**config.mk**
```make
export PLATFORM = sky130hd
export DESIGN_NAME = registerFile
export DESIGN_NICKNAME = d
export VERILOG_FILES = /design/src/source/isaPkg.sv /design/src/source/registerFile.sv
export SDC_FILE = /design/constraint.sdc
export NUM_CORES = 2
export LEC_CHECK = 0
export BUFFER_PORTS_ARGS = -buffer_cell sky130_fd_sc_hd__buf_2
export CORE_ASPECT_RATIO = 1.5
export CORE_MARGIN = 1.5
export CORE_UTILIZATION = 35
export CTS_CLUSTER_DIAMETER = 30
export DETAILED_ROUTE_END_ITERATION = 10
export GPL_TIMING_DRIVEN = 0
export SLEW_MARGIN = 20
export SYNTH_ARGS = -nofsm -noshare
export SYNTH_HDL_FRONTEND = slang
export SYNTH_SLANG_ARGS = --single-unit
```
**constraint.sdc**
```tcl
create_clock -name clk -period 3 [get_ports clk]
set_clock_uncertainty 0.1 [all_clocks]
set_input_delay 0.45 -clock clk [delete_from_list [all_inputs] [get_ports clk]]
set_output_delay 0.45 -clock clk [all_outputs]
set_load 0.01 [all_outputs]
```
**src/source/isaPkg.sv**
```systemverilog
`default_nettype none

package isaPkg;

    localparam int WordWidth = 32;
    localparam int RegIndexWidth = 5;
    localparam int OpcodeWidth = 6;
    localparam int FunctWidth = 6;

    // Primary opcodes in bits 31:26
    localparam logic [OpcodeWidth-1:0] OpSpecial = 6'h00;
    localparam logic [OpcodeWidth-1:0] OpBeq = 6'h04;
    localparam logic [OpcodeWidth-1:0] OpBne = 6'h05;
    localparam logic [OpcodeWidth-1:0] OpAddiu = 6'h09;
    localparam logic [OpcodeWidth-1:0] OpOri = 6'h0d;
    localparam logic [OpcodeWidth-1:0] OpLui = 6'h0f;
    localparam logic [OpcodeWidth-1:0] OpLw = 6'h23;
    localparam logic [OpcodeWidth-1:0] OpSw = 6'h2b;

    // SPECIAL funct codes
    localparam logic [FunctWidth-1:0] FunctMfhi = 6'h10;
    localparam logic [FunctWidth-1:0] FunctMflo = 6'h12;
    localparam logic [FunctWidth-1:0] FunctMult = 6'h18;
    localparam logic [FunctWidth-1:0] FunctMultu = 6'h19;
    localparam logic [FunctWidth-1:0] FunctAddu = 6'h21;
    localparam logic [FunctWidth-1:0] FunctSubu = 6'h23;
    localparam logic [FunctWidth-1:0] FunctAnd = 6'h24;
    localparam logic [FunctWidth-1:0] FunctOr = 6'h25;
    localparam logic [FunctWidth-1:0] FunctSlt = 6'h2a;

endpackage

`default_nettype wire

```
**src/source/registerFile.sv**
```systemverilog
`timescale 1ns/1ps
`default_nettype none

module registerFile (
    input  wire clk,
    input  wire reset,
    input  wire [isaPkg::RegIndexWidth-1:0] readAddress1,
    input  wire [isaPkg::RegIndexWidth-1:0] readAddress2,
    output logic [isaPkg::WordWidth-1:0] readData1,
    output logic [isaPkg::WordWidth-1:0] readData2,
    input  wire [isaPkg::RegIndexWidth-1:0] writeAddress,
    input  wire [isaPkg::WordWidth-1:0] writeData
);

    // No storage behind register zero
    logic [isaPkg::WordWidth-1:0] regs [1:(1 << isaPkg::RegIndexWidth)-1];

    always_ff @(posedge clk) begin
        if (reset) begin
            for (int i = 1; i < (1 << isaPkg::RegIndexWidth); i++) begin
                regs[i] <= '0;
            end
        end else if (writeAddress != '0) begin
            regs[writeAddress] <= writeData;
        end
    end

    assign readData1 = (readAddress1 == '0) ? '0 : regs[readAddress1];
    assign readData2 = (readAddress2 == '0) ? '0 : regs[readAddress2];

endmodule

`default_nettype wire

```
---- Word-level counts from Yosys, hierarchy flattened ----
Memories as Yosys holds them, arrays and structs flattened.
Cells that the tools add are included.
word-level totals
  register bits ........................... 0
  bits in writable memories ............... 992
  output and inout port bits .............. 64
  word-level logic and storage cells ...... 15
  memories kept ........................... 1
memories
  memory  words  width  rd ports  clocked after memory_dff  write ports  RTL line            text
  regs    31     32     2         0                         31           registerFile.sv:16  logic [isaPkg::WordWidth-1:0] regs [1:(1 << isaPkg::RegIndexWidth)-1];
cells by class
  multiplexer cells ....................... 10
  reductions and logical operators ........ 4
operator list
  operator           count
  $mux 32            3
  $reduce_or 32->1   1
  $logic_not 5->1    2
  $mux 1             6
  $mux 5             1
  $reduce_bool 5->1  1

---- Depth between registers and ports, before layout ----
  depth in word-level cells ............... 6
  mapped depth ............................ 10
  depth with buffers taken out ............ 4

---- Least setup slack after synthesis ----
OpenSTA, ideal clock, no wires.
  kind .................................... input port to output port
  start point ............................. in readAddress1[1] in the netlist's numbering
  end point ............................... out readData1[1] in the netlist's numbering
  arrival ................................. 2104 ps
  path slack .............................. 346 ps
  stages .................................. 7
  cells stage by stage .................... buf_2 > buf_2 > buf_4 > mux4_2 > mux2_2 > o32ai_1 > nor3_1
between the ends
  word-level cells in the longest chain between the ends .. 2
  elaborated cells between the ends (all ways) .. 3
  classes of those cells .................. 1 x mux; 1 x reduce/logical; 1 x memory
ends and longest elaborated chain
  item                                              RTL line            text
  start, declared                                   registerFile.sv:7   input wire [isaPkg::RegIndexWidth-1:0] readAddress1,
  $mem_v2 31x32 or $logic_not 5->1 (tied branches)  n/a
  $mux 32 *                                         registerFile.sv:28  assign readData1 = (readAddress1 == '0) ? '0 : regs[readAddress1];
  end, declared                                     registerFile.sv:9   output logic [isaPkg::WordWidth-1:0] readData1,
Every way passes the cells marked *; elsewhere a longest branch is shown, timed or not.

==> results.txt <==
----------------------------------------------------
[Drt]
  Routed vias/inst ... 6.03
  DRC violation count after routing ... 0
  Wire length per cell ... 36.4 um
  Drt pass-1 iters ... 6
  Wire length reported by the detailed router ... 227 mm
  Number of nets with antenna violations after detailed routing ... 0
  Via count ... 37561
  DRC marker count from the first detailed-route iteration ... 4612

[Worst setup path]
  Last element of the critical path ... readData1[19]
  CP max stage cell ... mux4_2
  Type of origin of the critical path ... flip-flop
  Critical path start-end classification ... flip-flop to primary output
  Element type at the critical path end ... primary output
  Crit path largest cell delay ... 560 ps
  Critical Path RT ... 2450 ps
  Dominant cell type by count on the critical path ... mux4_2
  List of cells traversed by the critical path ... mux4_2, mux4_2, o22ai_4, nor3_2, buf_2
  Highest net fanout along the worst path ... 2
  Setup crit start ... regs[23][19]$_SDFFCE_PN0P_
  Worst EP arrival ... 2740 ps

[Hold path]
  Class of the tightest hold or removal check ... primary input to flip-flop

[Synthesis]
  Post-Synth XOR/XNOR Area ... 0%
  Simple-gate share of the synthesized area ... 13.6%
  Top-count cell post-synth ... edfxtp_1
  Cell types occupying the most area after synthesis ... edfxtp_1, mux4_2, and2_1
  Register bit total from synthesis ... 1024
  Cell taking the most area after synthesis ... edfxtp_1
  Area share of the largest cell type after synthesis ... 56.5%
  Post-synth EDFFs ... 1024
  Post-synthesis mux area share ... 22.2%
  Post-synthesis async set-or-reset flop share ... 0%
  Post-synthesis compound-gate area fraction ... 4.54%
  Netlist Area Pre-Place ... 54400 um^2
  Dominant combinational cell family by area after synthesis ... multiplexers
  Post-Synthesis Cells ... 3650
  Post-synth top flop ... edfxtp_1
  Sequential area share after synthesis ... 56.5%
  Number of unique standard cell types used by synthesis ... 39
  Synth warnings ... 0
  Share of synthesized cell area in full adder, half adder and majority cells ... 0%
  Ranking of synthesized cells by instance count ... edfxtp_1, and2_1, mux4_2, clkbuf_1, mux2i_1
  Average footprint of a synthesized cell ... 14.9 um^2

[Timing]
  Setup repair after global routing missed its margin ... true
  Minimum setup slack in the final design ... -288 ps
  Highest Clock Rate ... 0.304 GHz
  Final count of hold timing violations ... 0
  Tightest slew margin relative to the limit ... -0.536%
  Minimum period implied by the final worst setup slack ... 3290 ps
  Final period utilization ... 110%
  Total Neg Setup Slack ... -8400 ps
  Number of endpoints failing setup at the final stage ... 63
  Number of max-slew violations in the final report ... 11
  Worst Tran Pin Value ... 1510 ps

[Cells and area]
  Fraction of layout instances using a drive strength above 1 ... 32.7%
  Largest registers ... regs x1024
  Largest register FFs ... 1024
  Reg with most FFs ... regs
  Layout filler cell count ... 13743
  Relative area change from synthesis to final layout ... 24.0%
  Final net count ... 4107

[Floorplan]
  Number of cell rows ... 177
  Die span in x ... 325 um
  Chip height ... 486 um
  Initial standard-cell utilization of the core ... 35.2%
  Total core area ... 155000 um^2
  Top-level port count ... 113
  Die area ... 158000 um^2

[Clock tree]
  Clock net sink count ... 1024
  Number of buffers added by the clock tree synthesis step ... 139
  TritonCTS clock tree ... yes
  Clock slew at reported path FFs ... 60 ps
  Number of buffers on the longest clock path ... 3
  CTS Root Buffer Type ... clkbuf_16
  H-tree level count ... 4

[GRT]
  Global route overflow ... 0
  Wire length of the first global-routing pass ... 306 mm
  Global router's overall resource usage ... 28.2%
  Vias in the first global route ... 37665
  Number of antenna violations at the first check in global routing ... 11
  Pin count of the biggest net entering global routing ... 33

[Outcome]
  Status ... finished with violations
  Violations in the final reports ... capacitance limit, slew limit, setup timing

[Job]
  Total of max-cap violations ... 1

[Place]
  Count of buffers inserted at the top-level ports ... 107
  Post-Place Setup Slack ... -1920 ps
  Post-detailed-placement half-perimeter wirelength ... 158 mm
  GPL Wtd Cong ... 0.990

[Power and ir drop]
  Worst-case vdd ir drop ... 0.000606 V
  Leak pwr ... 0.0236 uW
  Power density cells ... 589 nW/um^2

----------------------------------------------------
power by group:
part	leakage, uW	total, uW	internal [uW]	switching [uW]
Combinational	0.0116	5650	2330	3320
Sequential	0.00977	17100	16600	459
Clock	0.00229	17100	9990	7080
cell families (layout without fill, tap and decap cells):
| logic type | Yosys count | after routing |
|---|---|---|
| DFF | 1024 | 1024 |
| muxes | 697 | 697 |
| buffers and inverters | 398 | 887 |
| and+or+nand+nor | 1205 | 1205 |
| other | 1 | 35 |
| AOI/OAI and AO/OA | 325 | 325 |
placed cells by master, fill, tap and decap left out, types with 18 or more instances in the layout:
cell type      instances
buf_2                114
clkbuf_1             205
mux2_2                32
inv_6                 21
clkbuf_8              20
o22ai_1               33
a22o_4                25
dlygate4sd3_1         32
a2111oi_4             27
clkbuf_16            154
nor2_1                35
a211oi_4              20
mux4_2               405
buf_4                110
clkbuf_4              29
a22oi_1               57
nor3_2                35
buf_6                 29
o221ai_1              18
a22o_1                29
nor2b_1               26
buf_12                29
clkbuf_2              32
or2_4                 24
edfxtp_1            1024
mux2i_1              247
and2_1              1000
conb_1                32
routing by layer:
layer	routed length [um]	global-route usage (%)	vias to the layer above
met5	90	0	-
met4	20200	22.1	12
met3	21400	6.59	796
met2	110000	46.9	2687
met1	75300	31.2	19169
li1	-	-	14897
worst max-delay path, delay by kind of cell, from the launching register on:
kind / cells / cell delay [ps]
compound gates: 1 / 220
mux: 2 / 1070
simple gates: 1 / 70
buf+inv: 1 / 170
flops: 1 / 420
cell type report:
cell class	count	area, um^2	share of cell area, %
clock inverters	97	1030	1.52
multi-input cells	2259	24500	36.3
clock buffers	156	3710	5.50
inverters	1	8.76	0.0130
repair buffers	240	1830	2.71
well taps	2058	2570	3.81
plain buffers	393	3130	4.63
diodes	3	7.51	0.0111
flip-flops and latches	1024	30700	45.5
worst min-delay path by stage:
stage	startpoint	endpoint	slack, ps	depth (start not counted)
after floorplan	writeData[0]	regs[0][0]$_DFFE_PP_	450	0
after global placement	writeData[3]	regs[0][3]$_DFFE_PP_	610	1
after detailed placement	writeData[3]	regs[0][3]$_DFFE_PP_	610	1
after CTS	writeData[3]	regs[0][3]$_DFFE_PP_	330	2
after global routing	writeData[3]	regs[0][3]$_DFFE_PP_	360	2
final	writeData[3]	regs[0][3]$_DFFE_PP_	360	2
through the flow:
| step | cell area (um^2) | util (%) | instances | total power [uW] | hold slack [ps] |
|---|---|---|---|---|---|
| after global placement | 57700 | 37.3 | 5846 | 21700 | 606 |
| final | 67500 | 43.6 | 6231 | 39800 | 358 |
| after detailed placement | 57800 | 37.3 | 5847 | 21800 | 610 |
| after floorplan | 54600 | - | 3681 | 19800 | 449 |
| after global routing | 67500 | 43.6 | 6229 | 40400 | 358 |
| after CTS | 66500 | 42.9 | 6184 | 39300 | 334 |
what timing repair did:
item | 4_1_cts | 5_1_grt
resized for setup | 711 | 119
setup endpoints to repair | 64 | 64
hold endpoints to repair | 55 | 0
hold buffers | 32 | 0
pin swaps | 110 | 70
cloned | 5 | 1
buffers inserted | 50 | 47
No activity file was read; power rests on OpenSTA's default activity.
