--- src/source/isaPkg.sv ---
`default_nettype none

package isaPkg;

    localparam int WordWidth = 32;
    localparam int RegIndexWidth = 5;
    localparam int OpcodeWidth = 6;
    localparam int FunctWidth = 6;

    // Primary opcodes in bits 31:26
    localparam logic [OpcodeWidth-1:0] OpSpecial = 6'h00;
    localparam logic [OpcodeWidth-1:0] OpBeq = 6'h04;
    localparam logic [OpcodeWidth-1:0] OpBne = 6'h05;
    localparam logic [OpcodeWidth-1:0] OpAddiu = 6'h09;
    localparam logic [OpcodeWidth-1:0] OpOri = 6'h0d;
    localparam logic [OpcodeWidth-1:0] OpLui = 6'h0f;
    localparam logic [OpcodeWidth-1:0] OpLw = 6'h23;
    localparam logic [OpcodeWidth-1:0] OpSw = 6'h2b;

    // SPECIAL funct codes
    localparam logic [FunctWidth-1:0] FunctMfhi = 6'h10;
    localparam logic [FunctWidth-1:0] FunctMflo = 6'h12;
    localparam logic [FunctWidth-1:0] FunctMult = 6'h18;
    localparam logic [FunctWidth-1:0] FunctMultu = 6'h19;
    localparam logic [FunctWidth-1:0] FunctAddu = 6'h21;
    localparam logic [FunctWidth-1:0] FunctSubu = 6'h23;
    localparam logic [FunctWidth-1:0] FunctAnd = 6'h24;
    localparam logic [FunctWidth-1:0] FunctOr = 6'h25;
    localparam logic [FunctWidth-1:0] FunctSlt = 6'h2a;

endpackage

`default_nettype wire

--- src/source/pipePkg.sv ---
`default_nettype none

package pipePkg;

    localparam int MulLatency = 5;
    localparam int ProgDepth = 64;
    localparam int ProgAddrWidth = $clog2(ProgDepth);

    typedef logic [$clog2(MulLatency + 1)-1:0] mulCount;

    typedef enum logic [2:0] {AluAdd, AluSub, AluAnd, AluOr, AluSlt, AluLui} aluOp;

    // WriteNone must stay zero so an all-zero control word is a no-op
    typedef enum logic [1:0] {WriteNone, WriteAlu, WriteMemory, WriteMultiplier} writeSource;

    typedef enum logic [1:0] {FwdRegFile, FwdExec, FwdMem, FwdWb} forwardSel;

    typedef struct packed {
        logic [isaPkg::RegIndexWidth-1:0] read1;
        logic [isaPkg::RegIndexWidth-1:0] read2;
        logic [isaPkg::RegIndexWidth-1:0] dest;
        logic need1;
        logic need2;
        aluOp alu;
        logic useImm;
        logic [isaPkg::WordWidth-1:0] imm;
        writeSource writeSrc;
        logic memLoad;
        logic memStore;
        logic branch;
        logic branchNe;
        logic mulStart;
        logic mulSigned;
        logic hiSelect;
    } decodedCtrl;

endpackage

`default_nettype wire

--- src/source/instructionDecoder.sv ---
`timescale 1ns/1ps
`default_nettype none

module instructionDecoder (
    input  wire [isaPkg::WordWidth-1:0] instruction,
    output pipePkg::decodedCtrl ctrl
);

    logic [isaPkg::OpcodeWidth-1:0] opcode;
    logic [isaPkg::FunctWidth-1:0] funct;
    logic [isaPkg::RegIndexWidth-1:0] rs;
    logic [isaPkg::RegIndexWidth-1:0] rt;
    logic [isaPkg::RegIndexWidth-1:0] rd;

    assign opcode = instruction[31:26];
    assign funct = instruction[5:0];
    assign rs = instruction[25:21];
    assign rt = instruction[20:16];
    assign rd = instruction[15:11];

    always_comb begin
        ctrl = '0;
        ctrl.read1 = rs;
        ctrl.read2 = rt;
        ctrl.imm = {{16{instruction[15]}}, instruction[15:0]};
        case (opcode)
            isaPkg::OpSpecial: begin
                ctrl.need1 = 1'b1;
                ctrl.need2 = 1'b1;
                ctrl.dest = rd;
                ctrl.writeSrc = pipePkg::WriteAlu;
                case (funct)
                    isaPkg::FunctAddu: ctrl.alu = pipePkg::AluAdd;
                    isaPkg::FunctSubu: ctrl.alu = pipePkg::AluSub;
                    isaPkg::FunctAnd: ctrl.alu = pipePkg::AluAnd;
                    isaPkg::FunctOr: ctrl.alu = pipePkg::AluOr;
                    isaPkg::FunctSlt: ctrl.alu = pipePkg::AluSlt;
                    isaPkg::FunctMult, isaPkg::FunctMultu: begin
                        ctrl.dest = '0;
                        ctrl.writeSrc = pipePkg::WriteNone;
                        ctrl.mulStart = 1'b1;
                        ctrl.mulSigned = (funct == isaPkg::FunctMult);
                    end
                    isaPkg::FunctMfhi, isaPkg::FunctMflo: begin
                        ctrl.need1 = 1'b0;
                        ctrl.need2 = 1'b0;
                        ctrl.writeSrc = pipePkg::WriteMultiplier;
                        ctrl.hiSelect = (funct == isaPkg::FunctMfhi);
                    end
                    default: ctrl = '0;
                endcase
            end
            isaPkg::OpOri: begin
                ctrl.need1 = 1'b1;
                ctrl.dest = rt;
                ctrl.alu = pipePkg::AluOr;
                ctrl.useImm = 1'b1;
                // ori takes a zero-extended immediate
                ctrl.imm = {16'b0, instruction[15:0]};
                ctrl.writeSrc = pipePkg::WriteAlu;
            end
            isaPkg::OpLui: begin
                ctrl.dest = rt;
                ctrl.alu = pipePkg::AluLui;
                ctrl.useImm = 1'b1;
                ctrl.writeSrc = pipePkg::WriteAlu;
            end
            isaPkg::OpAddiu: begin
                ctrl.need1 = 1'b1;
                ctrl.dest = rt;
                ctrl.useImm = 1'b1;
                ctrl.writeSrc = pipePkg::WriteAlu;
            end
            isaPkg::OpLw: begin
                ctrl.need1 = 1'b1;
                ctrl.dest = rt;
                ctrl.useImm = 1'b1;
                ctrl.writeSrc = pipePkg::WriteMemory;
                ctrl.memLoad = 1'b1;
            end
            isaPkg::OpSw: begin
                ctrl.need1 = 1'b1;
                ctrl.need2 = 1'b1;
                ctrl.useImm = 1'b1;
                ctrl.memStore = 1'b1;
            end
            isaPkg::OpBeq, isaPkg::OpBne: begin
                ctrl.need1 = 1'b1;
                ctrl.need2 = 1'b1;
                ctrl.branch = 1'b1;
                ctrl.branchNe = (opcode == isaPkg::OpBne);
            end
            default: ctrl = '0;
        endcase
    end

endmodule

`default_nettype wire

--- config.mk ---
export PLATFORM = sky130hd
export DESIGN_NAME = instructionDecoder
export DESIGN_NICKNAME = d
export VERILOG_FILES = /design/src/source/isaPkg.sv /design/src/source/pipePkg.sv /design/src/source/instructionDecoder.sv
export SDC_FILE = /design/constraint.sdc
export NUM_CORES = 1
export LEC_CHECK = 0
export BUFFER_PORTS_ARGS = -buffer_cell sky130_fd_sc_hd__buf_2
export CELL_PAD_IN_SITES_DETAIL_PLACEMENT = 0
export CELL_PAD_IN_SITES_GLOBAL_PLACEMENT = 1
export CORE_MARGIN = 5
export CORE_UTILIZATION = 26
export DETAILED_ROUTE_END_ITERATION = 16
export PLACE_DENSITY = 0.8
export SYNTH_ARGS = -nofsm -noshare
export SYNTH_HDL_FRONTEND = slang
export SYNTH_SLANG_ARGS = --single-unit
--- constraint.sdc ---
create_clock -name vclk -period 3.8
set_clock_uncertainty 0.05 [all_clocks]
set_input_delay 1.14 -clock vclk [all_inputs]
set_output_delay 1.14 -clock vclk [all_outputs]
set_load 0.01 [all_outputs]
==> Yosys cells after proc, flatten, opt, wreduce, memory -nomap -nowiden <==
Index checks and enable logic that the tools add are counted.
{ "totals": {"register_bits": 0, "inputBits": 32, "output_inout_bits": 62, "word_cells": 51} }
{ "classes": {"eq_ne": 16, "mux": 20, "reduce_logical": 15} }
{ "op_table": {"columns": ["cell", "count"], "rows": [
  ["one-hot mux 32 bit (3 select lines)", 1],
  ["equality test 6 bit (second input constant)", 7],
  ["two-way mux 32 bit", 1],
  ["equality test 6 x 5 -> 1 bit (second input constant)", 4],
  ["OR reduction 7 bit", 3],
  ["one-hot mux 10 bit (2 select lines)", 1],
  ["equality test 6 x 4 -> 1 bit (second input constant)", 3],
  ["equality test 6 x 3 -> 1 bit (second input constant)", 2],
  ["one-hot mux 3 bit (4 select lines)", 1],
  ["OR reduction 6 bit", 2],
  ["two-way mux 10 bit", 1],
  ["one-hot mux 5 bit (2 select lines)", 1],
  ["OR reduction 5 bit", 2],
  ["one-hot mux 3 bit (3 select lines)", 1],
  ["OR reduction 9 bit", 1],
  ["logical NOT 6 bit", 1],
  ["two-way mux 2 bit", 3],
  ["one-hot mux 1 bit (2 select lines)", 3],
  ["one-hot mux 2 bit (3 select lines)", 1],
  ["OR reduction 2 bit", 3],
  ["OR reduction 3 bit", 2],
  ["two-way mux 5 bit", 1],
  ["one-hot mux 2 bit (2 select lines)", 1],
  ["OR reduction 4 bit", 1],
  ["2 further kinds", 4]
]} }

==> Depth between registers and ports, before layout <==
{ "logic_depth": {"ltp_word": 4, "ltp_mapped": 8, "mapped_depth_nobuf": 4} }

==> Least setup slack after synthesis <==
OpenSTA, ideal clock, no wires.
{ "synth_path": {"kind": "in2out", "from": "input instruction[29] in the netlist's numbering", "to": "output ctrl[26] in the netlist's numbering", "arrival_ns": 2.799, "required_ns": 2.610, "setup_slack_ns": -0.189, "cell_stages": 7, "n_path_buf": 3, "cell_sequence": "buf_2 or4_4 nor2_2 buf_4 nand3_1 nand3_1 buf_4"} }
{ "synth_rtl": {"columns": ["element", "line_no", "source"], "rows": [
  ["start: declaration", "instructionDecoder.sv:5", "input wire [isaPkg::WordWidth-1:0] instruction,"],
  ["end: declaration", "instructionDecoder.sv:6", "output pipePkg::decodedCtrl ctrl"]
]} }

==> impl_results.html <==
<table>
<tr><th>Metric</th><th>Value</th></tr>
<tr><th colspan="2">Status</th></tr>
<tr><td>Outcome</td><td>finished, violations left</td></tr>
<tr><td>Failing checks</td><td>setup timing</td></tr>
<tr><th colspan="2">Global routing</th></tr>
<tr><td>Overflow left after global routing</td><td>0</td></tr>
<tr><td>Pin count of the biggest net entering global routing</td><td>23</td></tr>
<tr><td>Antenna violations before repair</td><td>0</td></tr>
<tr><td>Overall track demand over capacity in global routing</td><td>0.160</td></tr>
<tr><td>First-pass GRT wire length</td><td>10.2 mm</td></tr>
<tr><td>Vias in the first global route</td><td>2029</td></tr>
<tr><th colspan="2">Setup path</th></tr>
<tr><td>Slowest cell on the critical path</td><td>sky130_fd_sc_hd__or4_4</td></tr>
<tr><td>Critical Setup Path Class</td><td>input pin to primary output</td></tr>
<tr><td>Worst setup SP type</td><td>input pin</td></tr>
<tr><td>Sort of element at the end of the critical path</td><td>primary output</td></tr>
<tr><td>Crit path max fanout</td><td>6</td></tr>
<tr><td>CP arrival</td><td>roughly 2600 ps</td></tr>
<tr><td>Data required time of the worst path</td><td>2610 ps</td></tr>
<tr><td>CP peak stage delay</td><td>560 ps</td></tr>
<tr><td>Cells along the critical path</td><td>buf_6, or4_4, or2_4, a21oi_4, a22o_1, buf_2</td></tr>
<tr><th colspan="2">Yosys</th></tr>
<tr><td>Netlist Area Pre-Place</td><td>1500 µm²</td></tr>
<tr><td>Cell types occupying the most area after synthesis</td><td>sky130_fd_sc_hd__nand3_1 16%, sky130_fd_sc_hd__o2111ai_1 13%, sky130_fd_sc_hd__nor2b_1 9.6%</td></tr>
<tr><td>Total of warnings raised by yosys</td><td>0</td></tr>
<tr><td>Average cell area after synthesis</td><td>6.19 µm²</td></tr>
<tr><td>Most numerous cell in the Yosys netlist</td><td>sky130_fd_sc_hd__nand3_1</td></tr>
<tr><td>Synth top cells by count</td><td>47 x sky130_fd_sc_hd__nand3_1, 23 x sky130_fd_sc_hd__nor2b_1, 23 x sky130_fd_sc_hd__o2111ai_1, 18 x sky130_fd_sc_hd__o21ai_0, 17 x sky130_fd_sc_hd__clkbuf_1</td></tr>
<tr><td>Cell type with the highest aggregate area in the netlist</td><td>sky130_fd_sc_hd__nand3_1</td></tr>
<tr><td>Share of the yosys chip area belonging to registers</td><td>0</td></tr>
<tr><td>Distinct cells, synth</td><td>47</td></tr>
<tr><td>Synthesized Nets</td><td>274</td></tr>
<tr><td>Synth top area share</td><td>0.157</td></tr>
<tr><td>Post-Synthesis Cells</td><td>242</td></tr>
<tr><th colspan="2">Finish</th></tr>
<tr><td>Relative area change from synthesis to final layout</td><td>55.8%</td></tr>
<tr><td>Seq_cells</td><td>0</td></tr>
<tr><td>Count of filler cells inserted in the layout</td><td>588</td></tr>
<tr><td>Area of the multi-input gates</td><td>1370 µm²</td></tr>
<tr><td>Non-filler instance count after layout</td><td>around 400</td></tr>
<tr><td># diodes</td><td>0</td></tr>
<tr><td>Seq. cell area</td><td>0 µm²</td></tr>
<tr><td>Layout cells sized above 1</td><td>0.456</td></tr>
<tr><td>Number of nets in the layout</td><td>~360</td></tr>
<tr><td>Clock tree buffer count of the final layout</td><td>0</td></tr>
<tr><th colspan="2">Floorplan</th></tr>
<tr><td>Number of standard-cell rows in the floorplan</td><td>27</td></tr>
<tr><td>Initial core utilization</td><td>0.271</td></tr>
<tr><td>Number of I/O pins</td><td>between 90 and 100</td></tr>
<tr><td>Total Die Area</td><td>around 7400 µm²</td></tr>
<tr><td>Die extent in x</td><td>85.9 µm</td></tr>
<tr><td>Height of the chip</td><td>85.9 µm</td></tr>
<tr><td>Core region area</td><td>5540 µm²</td></tr>
<tr><th colspan="2">Routing</th></tr>
<tr><td>Initial detailed-routing violation count</td><td>139</td></tr>
<tr><td>Wirelength per Cell</td><td>15.8 µm</td></tr>
<tr><td>DRC violations left</td><td>0</td></tr>
<tr><td>DRT Wirelength</td><td>6.33 mm</td></tr>
<tr><td>Number of vias per cell</td><td>5.54</td></tr>
<tr><td>Remaining antenna violation count</td><td>0</td></tr>
<tr><td>Number of optimization iterations in the first detailed-route pass</td><td>4</td></tr>
<tr><td>Vias after detailed routing</td><td>roughly 2200</td></tr>
<tr><th colspan="2">STA</th></tr>
<tr><td>Number of endpoints failing setup at the final stage</td><td>4</td></tr>
<tr><td>Fin. Hold Viols</td><td>0</td></tr>
<tr><td>Clock period minus worst slack</td><td>3810 ps</td></tr>
<tr><td>Final hold slack</td><td>around 2600 ps</td></tr>
<tr><td>Highest clock rate</td><td>262 MHz</td></tr>
<tr><td>Relative max-transition margin</td><td>0.751</td></tr>
<tr><td>Final TNS setup</td><td>-24.3 ps</td></tr>
<tr><td>Count of pins over their slew limit</td><td>0</td></tr>
<tr><td>Pin slew with the least headroom to its limit</td><td>between 300 and 400 ps</td></tr>
<tr><td>Final worst slack</td><td>-12.5 ps</td></tr>
<tr><td>Final cycle utilization of the critical path</td><td>1.00</td></tr>
<tr><td>Setup repair after global routing missed its margin</td><td>true</td></tr>
<tr><th colspan="2">Power and ir drop</th></tr>
<tr><td>Total power per unit cell area</td><td>roughly 74 nW/µm²</td></tr>
<tr><td>Static leakage</td><td>1.09 nW</td></tr>
<tr><td>Post-route total power</td><td>about 0.17 mW</td></tr>
<tr><td>Maximum vdd ir drop</td><td>~0.022 mV</td></tr>
<tr><th colspan="2">Flow run</th></tr>
<tr><td>Max-cap violation count</td><td>0</td></tr>
<tr><th colspan="2">Clock network</th></tr>
<tr><td>Number of buffers inserted for hold repair after clock tree synthesis</td><td>0</td></tr>
<tr><th colspan="2">Placement</th></tr>
<tr><td>Placed cells</td><td>397</td></tr>
<tr><td>Post-placement worst setup slack</td><td>-23.2 ps</td></tr>
<tr><td>HPWL after detailed placement</td><td>4.76 mm</td></tr>
<tr><td>Port Buffers</td><td>94</td></tr>
<tr><td>Routability cong.</td><td>between 0.8 and 0.9</td></tr>
<tr><th colspan="2">Worst hold path</th></tr>
<tr><td>Hold Path Class</td><td>input pin to primary output</td></tr>
</table>
layout by cell type (no fill, tap or decap), types with 3 or more instances in the layout:
| cell | Yosys | final |
|---|---|---|
| sky130_fd_sc_hd__buf_6 | 0 | 5 |
| sky130_fd_sc_hd__nand4_1 | 3 | 3 |
| sky130_fd_sc_hd__o21ai_0 | 18 | 18 |
| sky130_fd_sc_hd__a21oi_4 | 1 | 3 |
| sky130_fd_sc_hd__nor2b_1 | 23 | 23 |
| sky130_fd_sc_hd__o21ai_1 | 6 | 6 |
| sky130_fd_sc_hd__o2111ai_1 | 23 | 21 |
| sky130_fd_sc_hd__nor2_1 | 7 | 6 |
| sky130_fd_sc_hd__buf_2 | 11 | 90 |
| sky130_fd_sc_hd__a21oi_1 | 5 | 4 |
| sky130_fd_sc_hd__a22o_1 | 5 | 5 |
| sky130_fd_sc_hd__nand3_1 | 47 | 45 |
| sky130_fd_sc_hd__buf_12 | 0 | 4 |
| sky130_fd_sc_hd__nand2b_1 | 6 | 6 |
| sky130_fd_sc_hd__buf_4 | 16 | 29 |
| sky130_fd_sc_hd__nand2_1 | 7 | 7 |
per-stage QoR:
step,util,instance area (µm²)
floorplan,-,1510
global placement,0.386,2140
detailed placement,0.386,2140
CTS,0.398,2210
global route,0.422,2340
finish,0.422,2340
layout make-up:
class / count / area share
Multi-Input combinational cell: 195 / 0.584
Timing Repair Buffer: 131 / 0.372
Tap cell: 72 / 0.0386
Inverter: 3 / 0.00482
path summary, 6_finish.rpt:
path       startpoint       end  slack (ps)  cells past startpoint
max   instruction[28]  ctrl[47]         -10                      6
min   instruction[18]  ctrl[49]        2570                      3
cell families (layout without fill, tap and decap cells):
family                    Yosys count  in the layout  share of synthesized area
xor gates and xnor gates            1              1                    0.00584
buffers and inverters              47            134                      0.167
and+or+nand+nor                   118            118                      0.459
AOI/OAI and AO/OA                  76             76                      0.368
layer usage:
layer / vias up / share of wire / GRT usage
met4: 0 / 0.0038 / 0.00576
met1: 1064 / 0.46 / 0.234
li1: 1086 / - / -
met3: 2 / 0.056 / 0.00672
met2: 68 / 0.48 / 0.270
met5: - / 0 / 0
power by group:
group	total [mW]	internal (mW)	switching [mW]	leakage, nW
Combinational	0.173	0.0748	0.0978	1.09
Sequential	0	0	0	0
Clock	0	0	0	0
worst max-delay path: cells and delay by family:
| family | cells | cell delay [ps] |
|---|---|---|
| compound gates | 2 | 420 |
| simple gates | 2 | 830 |
| buf+inv | 2 | 220 |
timing repair:
action,4_1_cts,5_1_grt
buffers inserted,2,0
resized for setup,7,17
cloned,0,2
endpoints found under the setup margin,24,33
pin swaps,4,13
(Power assumes the default switching activity.)
