`src/source/isaPkg.sv`:
```
`default_nettype none

package isaPkg;

    localparam int WordWidth = 32;
    localparam int RegIndexWidth = 5;
    localparam int OpcodeWidth = 6;
    localparam int FunctWidth = 6;

    // Primary opcodes in bits 31:26
    localparam logic [OpcodeWidth-1:0] OpSpecial = 6'h00;
    localparam logic [OpcodeWidth-1:0] OpBeq = 6'h04;
    localparam logic [OpcodeWidth-1:0] OpBne = 6'h05;
    localparam logic [OpcodeWidth-1:0] OpAddiu = 6'h09;
    localparam logic [OpcodeWidth-1:0] OpOri = 6'h0d;
    localparam logic [OpcodeWidth-1:0] OpLui = 6'h0f;
    localparam logic [OpcodeWidth-1:0] OpLw = 6'h23;
    localparam logic [OpcodeWidth-1:0] OpSw = 6'h2b;

    // SPECIAL funct codes
    localparam logic [FunctWidth-1:0] FunctMfhi = 6'h10;
    localparam logic [FunctWidth-1:0] FunctMflo = 6'h12;
    localparam logic [FunctWidth-1:0] FunctMult = 6'h18;
    localparam logic [FunctWidth-1:0] FunctMultu = 6'h19;
    localparam logic [FunctWidth-1:0] FunctAddu = 6'h21;
    localparam logic [FunctWidth-1:0] FunctSubu = 6'h23;
    localparam logic [FunctWidth-1:0] FunctAnd = 6'h24;
    localparam logic [FunctWidth-1:0] FunctOr = 6'h25;
    localparam logic [FunctWidth-1:0] FunctSlt = 6'h2a;

endpackage

`default_nettype wire

```
`src/source/pipePkg.sv`:
```
`default_nettype none

package pipePkg;

    localparam int MulLatency = 5;
    localparam int ProgDepth = 64;
    localparam int ProgAddrWidth = $clog2(ProgDepth);

    typedef logic [$clog2(MulLatency + 1)-1:0] mulCount;

    typedef enum logic [2:0] {AluAdd, AluSub, AluAnd, AluOr, AluSlt, AluLui} aluOp;

    // WriteNone must stay zero so an all-zero control word is a no-op
    typedef enum logic [1:0] {WriteNone, WriteAlu, WriteMemory, WriteMultiplier} writeSource;

    typedef enum logic [1:0] {FwdRegFile, FwdExec, FwdMem, FwdWb} forwardSel;

    typedef struct packed {
        logic [isaPkg::RegIndexWidth-1:0] read1;
        logic [isaPkg::RegIndexWidth-1:0] read2;
        logic [isaPkg::RegIndexWidth-1:0] dest;
        logic need1;
        logic need2;
        aluOp alu;
        logic useImm;
        logic [isaPkg::WordWidth-1:0] imm;
        writeSource writeSrc;
        logic memLoad;
        logic memStore;
        logic branch;
        logic branchNe;
        logic mulStart;
        logic mulSigned;
        logic hiSelect;
    } decodedCtrl;

endpackage

`default_nettype wire

```
`src/source/hazardUnit.sv`:
```
`timescale 1ns/1ps
`default_nettype none

module hazardUnit (
    input  wire [isaPkg::RegIndexWidth-1:0] decodeRead1,
    input  wire [isaPkg::RegIndexWidth-1:0] decodeRead2,
    input  wire decodeNeed1,
    input  wire decodeNeed2,
    input  wire [isaPkg::WordWidth-1:0] decodeReg1,
    input  wire [isaPkg::WordWidth-1:0] decodeReg2,
    input  wire [isaPkg::RegIndexWidth-1:0] execRead1,
    input  wire [isaPkg::RegIndexWidth-1:0] execRead2,
    input  wire [isaPkg::WordWidth-1:0] execOrig1,
    input  wire [isaPkg::WordWidth-1:0] execOrig2,
    input  wire [isaPkg::RegIndexWidth-1:0] execDest,
    input  wire [isaPkg::RegIndexWidth-1:0] memDest,
    input  wire [isaPkg::RegIndexWidth-1:0] wbDest,
    input  wire execValid,
    input  wire memValid,
    input  wire execIsLoad,
    input  wire [isaPkg::WordWidth-1:0] execValue,
    input  wire [isaPkg::WordWidth-1:0] memValue,
    input  wire [isaPkg::WordWidth-1:0] wbValue,
    output logic [isaPkg::WordWidth-1:0] decodeOperand1,
    output logic [isaPkg::WordWidth-1:0] decodeOperand2,
    output logic [isaPkg::WordWidth-1:0] execOperand1,
    output logic [isaPkg::WordWidth-1:0] execOperand2,
    output logic loadUseStall
);

    // Youngest producer wins; register zero never forwards
    function automatic pipePkg::forwardSel pickSource(
        input logic [isaPkg::RegIndexWidth-1:0] index,
        input logic fromExec
    );
        pipePkg::forwardSel sel;
        sel = pipePkg::FwdRegFile;
        if (index != '0) begin
            if (fromExec && execValid && index == execDest)
                sel = pipePkg::FwdExec;
            else if (memValid && index == memDest)
                sel = pipePkg::FwdMem;
            else if (index == wbDest)
                sel = pipePkg::FwdWb;
        end
        return sel;
    endfunction

    function automatic logic [isaPkg::WordWidth-1:0] pickValue(
        input pipePkg::forwardSel sel,
        input logic [isaPkg::WordWidth-1:0] original
    );
        case (sel)
            pipePkg::FwdExec: return execValue;
            pipePkg::FwdMem: return memValue;
            pipePkg::FwdWb: return wbValue;
            default: return original;
        endcase
    endfunction

    always_comb begin
        decodeOperand1 = pickValue(pickSource(decodeRead1, 1'b1), decodeReg1);
        decodeOperand2 = pickValue(pickSource(decodeRead2, 1'b1), decodeReg2);
        // Execute never forwards from itself
        execOperand1 = pickValue(pickSource(execRead1, 1'b0), execOrig1);
        execOperand2 = pickValue(pickSource(execRead2, 1'b0), execOrig2);
    end

    assign loadUseStall = execIsLoad && (execDest != '0) &&
        ((decodeNeed1 && decodeRead1 == execDest) || (decodeNeed2 && decodeRead2 == execDest));

endmodule

`default_nettype wire

```
`config.mk`:
```
export PLATFORM = sky130hd
export DESIGN_NAME = hazardUnit
export DESIGN_NICKNAME = d
export VERILOG_FILES = /design/src/source/isaPkg.sv /design/src/source/pipePkg.sv /design/src/source/hazardUnit.sv
export SDC_FILE = /design/constraint.sdc
export NUM_CORES = 1
export LEC_CHECK = 0
export CELL_PAD_IN_SITES_DETAIL_PLACEMENT = 0
export CELL_PAD_IN_SITES_GLOBAL_PLACEMENT = 1
export CORE_AREA = 2 2 154 156
export DETAILED_ROUTE_END_ITERATION = 6
export DIE_AREA = 0 0 156 158
export DONT_BUFFER_PORTS = 1
export GPL_ROUTABILITY_DRIVEN = 1
export PLACE_DENSITY_LB_ADDON = 0.1
export SYNTH_ARGS = -nofsm -noshare
export SYNTH_HDL_FRONTEND = slang
export SYNTH_SLANG_ARGS = --single-unit
```
`constraint.sdc`:
```
create_clock -name vclk -period 3.4
set_input_delay 0.85 -clock vclk [all_inputs]
set_output_delay 0.85 -clock vclk [all_outputs]
set_load 0.1 [all_outputs]
```
Word-level counts from Yosys, hierarchy flattened:

Cells that the tools add are included.

* bits in registers: 0
* output and inout port bits: 129
* input bits: 264
* logic and storage cells: 56

* reductions and logical operators: 16
* eq/ne operators: 22
* multiplexer cells: 18

Operator list (number)
* $pmux W32 S3: 4
* $eq A5 B5 Y1: 10
* $mux W2: 14
* $reduce_bool A5 Y1: 5
* $eq A2 B2 Y1 const B: 8
* $logic_and A1 B1 Y1: 10
* $eq A2 B1 Y1 const B: 4
* $logic_or A1 B1 Y1: 1

Depth between registers and ports, before layout:

Gate-level depths: netlist of run 1.

* depth in word-level cells: 7
* gate-level depth with buffers: 8
* gate-level depth less buffers: 5

Worst setup path before layout of run 1:

OpenSTA, ideal clock, no wires.

* path type: input port to output port
* start: in decodeRead1[3] (netlist name)
* end: out decodeOperand1[0] (netlist name)
* stages: 6
* path buffers: 1
* setup slack: -1.727 ns
* data arrival time: 4.277 ns
* required time: 2.550 ns
* cell sequence: xor2_1 nor4_2 nand2_1 buf_2 mux2_1 a221oi_1

* word-level cells in the longest chain between the ends: 7
* elaborated cells on any way between the ends: 14
* classes of those cells: 6 x eq/ne; 5 x mux; 3 x reduce/logical

RTL lines
* start: declaration: RTL line hazardUnit.sv:5 `input wire [isaPkg::RegIndexWidth-1:0] decodeRead1,`
* $eq A5 B5 Y1 (on tied branches): RTL line hazardUnit.sv:43, hazardUnit.sv:41
* $mux W2 / $logic_and A1 B1 Y1 (equally long branches): RTL line hazardUnit.sv:43, hazardUnit.sv:41
* $mux W2: RTL line hazardUnit.sv:41 `else if (memValid && index == memDest)`
* $mux W2: RTL line hazardUnit.sv:39 `if (fromExec && execValid && index == execDest)`
* $mux W2 *: RTL line hazardUnit.sv:38 `if (index != '0) begin`
* $eq A2 B2 Y1 / $eq A2 B1 Y1 (equally long branches): RTL line hazardUnit.sv:53 `case (sel)`
* $pmux W32 S3 *: RTL line hazardUnit.sv:53
* end: declaration: RTL line hazardUnit.sv:24 `output logic [isaPkg::WordWidth-1:0] decodeOperand1,`

Mark *: on every way between the ends. The rest lies on a longest branch, timed or not.

Final worst setup path of run 1:

* start: in memDest[0] (netlist name)
* end: out decodeOperand2[2] (netlist name)

* word-level cells in the longest chain between the ends: 7
* elaborated cells on any way between the ends: 9
* classes of those cells: 4 x eq/ne; 4 x mux; 1 x reduce/logical

RTL lines
* start: declaration: RTL line hazardUnit.sv:16 `input wire [isaPkg::RegIndexWidth-1:0] memDest,`
* $eq A5 B5 Y1 *: RTL line hazardUnit.sv:41
* $logic_and A1 B1 Y1 *: RTL line hazardUnit.sv:41
* $mux W2 *: RTL line hazardUnit.sv:41
* $mux W2 *: RTL line hazardUnit.sv:39
* $mux W2 *: RTL line hazardUnit.sv:38
* $eq A2 B2 Y1 / $eq A2 B1 Y1 (equally long branches): RTL line hazardUnit.sv:53
* $pmux W32 S3 *: RTL line hazardUnit.sv:53
* end: declaration: RTL line hazardUnit.sv:25 `output logic [isaPkg::WordWidth-1:0] decodeOperand2,`

Marks and branches as above.

==> impl_metrics.toml, run 1 <==
[outcome]
outcome = "finished, violations left"
violations = "negative setup slack"

[timing]
min_period_ns = 3.49
maxSlewHeadroom_pct = 80.0
finalCritPeriodShare_pct = 103
finalWorstSetupSlack_ns = -0.0927
slew_violations = 0
hold_viol = 0
tns_ns = -3.17
rsz0062_at_grt = "true"
fmax_mhz = 286
finalSetupViolCount = 86
worst_pin_slew_ns = 0.298

[die]
io_pins = 393
die-height_um = 158
die_area_sq_mm = 0.0246
initial_core_util_pct = 18.3
rows = 56
core-area_sq_mm = 0.0231
die_w_um = 156

[route]
ant_nets = 0
post-route-drc-count = 0
drt_iter0_drc = 308
routedWlPerCell_um = 27.6
dr.pass1.iters = 4
vias = 6011
via_per_inst = 5.60
routed_wl_um = 29700

[finish]
n_clock_buffer = 0
seq_cells = 0
area_growth_syn_to_layout_pct = 125
drive_above_1_share_pct = 51.9
utilization_pct = 41.3
n_fill_cell = 2278
nets = 1049
regArea_sq_um = 0

[hold_path]
hold_path_class = "input port to output pin"
min_delay_path_depth = 3

[critical_path]
crit_type = "input port to output pin"
startpoint_type = "input port"
worstPathArrival_ns = 2.64
endpoint_kind = "output pin"
worst-endpoint-required_ns = 2.55
crit_fanout = 8

[grt]
grt_first_pass_wirelength_um = 41500
grt_start_max_net_pins = 33
overflow = 0
track_usage_pct = 22.0
antenna_found_initial = 1
grt_pass1_vias = 6488

[logic_synthesis]
yosysTopAreaCellShare_pct = 16.0
synthesis.area_sq_mm = 0.00422
yosysUniqueCellTypes = 30
synth_area_leaders = "mux2_1 16%, a221o_1 15%, a221oi_1 13%"
ys_seq_area_share_pct = 0
syn_nets = 914
avgSynthCellArea_sq_um = 6.49
yosysWarnings = 0
synth_largest_area_cell = "mux2_1"
syn_inst = 650

[place]
portBuffers = 0
place_hpwl_um = 23400
place.gp.congestion = 0.861

[pwr]
power_switching_mw = 1.57
p_leak_nw = 4.19
power_density_mw_per_mm2 = 267
seqPwrFrac_pct = 0
sw_frac_of_total_pct = 61.8
intPower_mw = 0.972
pwr-share-comb_pct = 100.0
ir_drop_v = 0.000133
power.share.clock_pct = 0

[run]
timing.max_cap.violations = 0

[clock_network]
ctsHoldBuffers = 0
==> cell families after synthesis <==
| logic type | Yosys count | share of synthesized area [%] |
|---|---|---|
| and+or+nand+nor | 244 | 27.9 |
| buffers and inverters | 156 | 14.8 |
| AOI/OAI and AO/OA | 138 | 30.4 |
| xor gates and xnor gates | 50 | 10.4 |
| muxes | 62 | 16.5 |
==> metrics by stage <==
step	power (mW)	setup WS, ns	area [sq um]	hold WS, ns	std cells
after floorplan	1.66	-0.787	5860	1.97	650
after global placement	2.48	-0.251	9100	2.01	1057
after detailed placement	2.49	-0.210	9100	2.01	1057
after CTS	2.53	-0.121	9340	2.01	1068
after global routing	2.61	-0.151	9510	2.01	1074
final	2.54	-0.0927	9510	2.00	1074
==> final cells by class <==
type | instances | area, sq um | area share, %
multi-input cells | 494 | 5300 | 55.7
diodes | 1 | 2.50 | 0.0263
repair buffers | 193 | 3490 | 36.7
inverters | 96 | 360 | 3.79
well taps | 290 | 363 | 3.82
==> power by group through the flow <==
stage          logic (mW)  registers, mW  clock network [mW]
2_1_floorplan        1.66              0                   0
3_3_place_gp         2.48              0                   0
3_5_place_dp         2.49              0                   0
4_1_cts              2.53              0                   0
5_1_grt              2.61              0        0.0000000393
6_report             2.54              0        0.0000000394
==> what timing repair did <==
| item | 4_1_cts | 5_1_grt |
|---|---|---|
| cloned | 4 | 6 |
| resized for setup | 27 | 12 |
| endpoints found under the setup margin | 127 | 93 |
| buffers inserted | 7 | 1 |
| pin swaps | 47 | 53 |
==> routing by layer <==
layer  vias up  wire [um]  global-route usage (%)  part of all wire [%]
met3        56       2580                    4.49                   8.7
met1      2940      11400                    25.9                    38
met4         0        896                    6.42                   3.0
li1       2683          -                       -                     -
met5         -          0                       0                     0
met2       332      14800                    40.3                    50
==> cell usage in the layout, fill, tap and decap left out, types with 3 or more instances in the layout <==
cell | netlist | routed
and3_1 | 34 | 34
nand2_1 | 14 | 10
clkbuf_16 | 0 | 5
nor2_4 | 0 | 3
a221oi_4 | 0 | 62
nor3_1 | 68 | 66
nor2_1 | 102 | 99
a221o_4 | 0 | 30
inv_1 | 96 | 96
buf_12 | 0 | 151
xor2_1 | 23 | 22
mux2_1 | 60 | 3
xnor2_1 | 27 | 24
buf_4 | 0 | 30
a221o_2 | 0 | 32
and2_1 | 7 | 7
mux2_2 | 2 | 57
xnor2_2 | 0 | 3
buf_6 | 4 | 4
nand4_1 | 4 | 4
nand3_2 | 0 | 4
==> worst max-delay path, stage by stage <==
cell	delay, ns
xor2_4	0.17
nor4_4	0.30
buf_4	0.17
nand2_4	0.08
a31o_4	0.32
buf_12	0.19
a221oi_4	0.33
buf_12	0.22
==> path summary, 6_finish.rpt <==
kind      startpoint                  to  slack (ns)
min   decodeReg1[15]  decodeOperand1[15]        2.00
max       memDest[0]   decodeOperand2[2]       -0.09
==> cell usage after synthesis, drive strengths merged <==
cell	number
a31oi	1
a31o	2
a32oi	2
nor4	3
and3	34
xnor2	27
xor2	23
nand3	5
a221oi	62
a21oi	1
or2	2
nor2b	1
inv	96
o31a	1
nor3	68
and4	1
a2111o	2
nand2	14
nand4	4
or4	3
and2	7
a221o	64
mux2	62
o21ai	1
clkbuf	49
o211ai	2
buf	11
nor2	102
No activity file was read; power rests on OpenSTA's default activity.
==> inputs of run 2 (changes only) <==
CAP_MARGIN = 20   (was not set)
CORE_AREA = 2 2 152 154   (was 2 2 154 156)
DIE_AREA = 0 0 154 156   (was 0 0 156 158)
==> impl_metrics.toml, run 2 (same netlist as run 1, synthesis figures left out) <==
[timing]
finalSetupViolCount = 95
slew_violations = 0
worst_pin_slew_ns = 0.447
fmax_mhz = 284
tns_ns = -6.90
finalWorstSetupSlack_ns = -0.119
rsz0062_at_grt = "true"
hold_viol = 0
finalCritPeriodShare_pct = 104
hold_slack_ns = 2.01
min_period_ns = 3.52
maxSlewHeadroom_pct = 70.2

[finish]
seq_cells = 0
regArea_sq_um = 0
nets = 1056
utilization_pct = 43.1
area_growth_syn_to_layout_pct = 129
n_clock_buffer = 0
drive_above_1_share_pct = 52.7
final_area_sq_mm = 0.00965
n_fill_cell = 2169
instances_no_fill = 1078
mostFrequentLayoutCell = "buf_12"
layout_common_cells = "154 x buf_12, 99 x nor2_1, 96 x inv_1"

[place]
place.gp.congestion = 0.825
dp.cells = 1058
place_area_sq_mm = 0.00914
portBuffers = 0
place_hpwl_um = 23200

[grt]
grt_first_pass_wirelength_um = 42600
track_usage_pct = 23.0
grt_start_max_net_pins = 33
overflow = 0
antenna_found_initial = 3
grt_pass1_vias = 6562

[critical_path]
crit_fanout = 6
crit_type = "input port to output pin"
worstPathArrival_ns = 2.67
startpoint_type = "input port"
worst-endpoint-required_ns = 2.55
endpoint_kind = "output pin"

[run]
timing.max_cap.violations = 0

[pwr]
power_density_mw_per_mm2 = 264
p_leak_nw = 4.24
ir_drop_v = 0.000158

[die]
die_w_um = 154
die_area_sq_mm = 0.0240
core-area_sq_mm = 0.0224
io_pins = 393
rows = 55
initial_core_util_pct = 18.9
die-height_um = 156

[route]
vias = 6029
via_per_inst = 5.59
routed_wl_um = 29500
drt_iter0_drc = 306
post-route-drc-count = 0
routedWlPerCell_um = 27.4
dr.pass1.iters = 4
ant_nets = 0

[outcome]
outcome = "finished, violations left"
violations = "negative setup slack"

[hold_path]
hold_path_class = "input port to output pin"
==> run 2: critical path: stages <==
cell,delay (ns)
or4_4,0.53
nor2_4,0.13
buf_6,0.10
nor4_4,0.03
o31a_4,0.22
clkbuf_16,0.22
a221o_4,0.40
buf_12,0.17
==> run 2: area by class of cell <==
type / count / area [sq um] / area share [%]
antenna: 3 / 7.51 / 0.0778
tap: 285 / 357 / 3.70
inverter: 96 / 360 / 3.74
timing repair buffer: 200 / 3600 / 37.3
multi-input combinational: 494 / 5330 / 55.2
==> run 2: metrics by stage <==
stage	power, mW	setup slack [ns]
floorplan	1.66	-0.787
global placement	2.49	-0.262
detailed placement	2.49	-0.227
CTS	2.54	-0.134
global route	2.61	-0.173
finish	2.55	-0.119
==> run 2: power by group <==
part | switching [mW] | internal [mW]
clock | 0 | 0.000000118
combinational | 1.57 | 0.976
sequential | 0 | 0
==> run 2: path summary, 6_finish.rpt <==
| kind | to | from | cells past startpoint | slack (ns) |
|---|---|---|---|---|
| setup / recovery | execOperand1[21] | execRead1[4] | 8 | -0.12 |
| hold / removal | execOperand1[22] | execOrig1[22] | 2 | 2.01 |
==> run 2: layer usage <==
layer	wire [um]	vias to the layer above	GRT usage (%)
met5	0	-	0
met3	2630	48	5.08
li1	-	2695	-
met1	11300	2947	27.4
met2	14700	339	41.9
met4	895	0	5.61
==> run 2: timing repair <==
action | CTS | global route
gates resized for setup | 32 | 17
hold buffers | 0 | 0
hold endpoints to repair | 0 | 0
buffers inserted | 8 | 4
cloned | 6 | 3
pin swaps | 63 | 40
setup endpoints to repair | 127 | 118
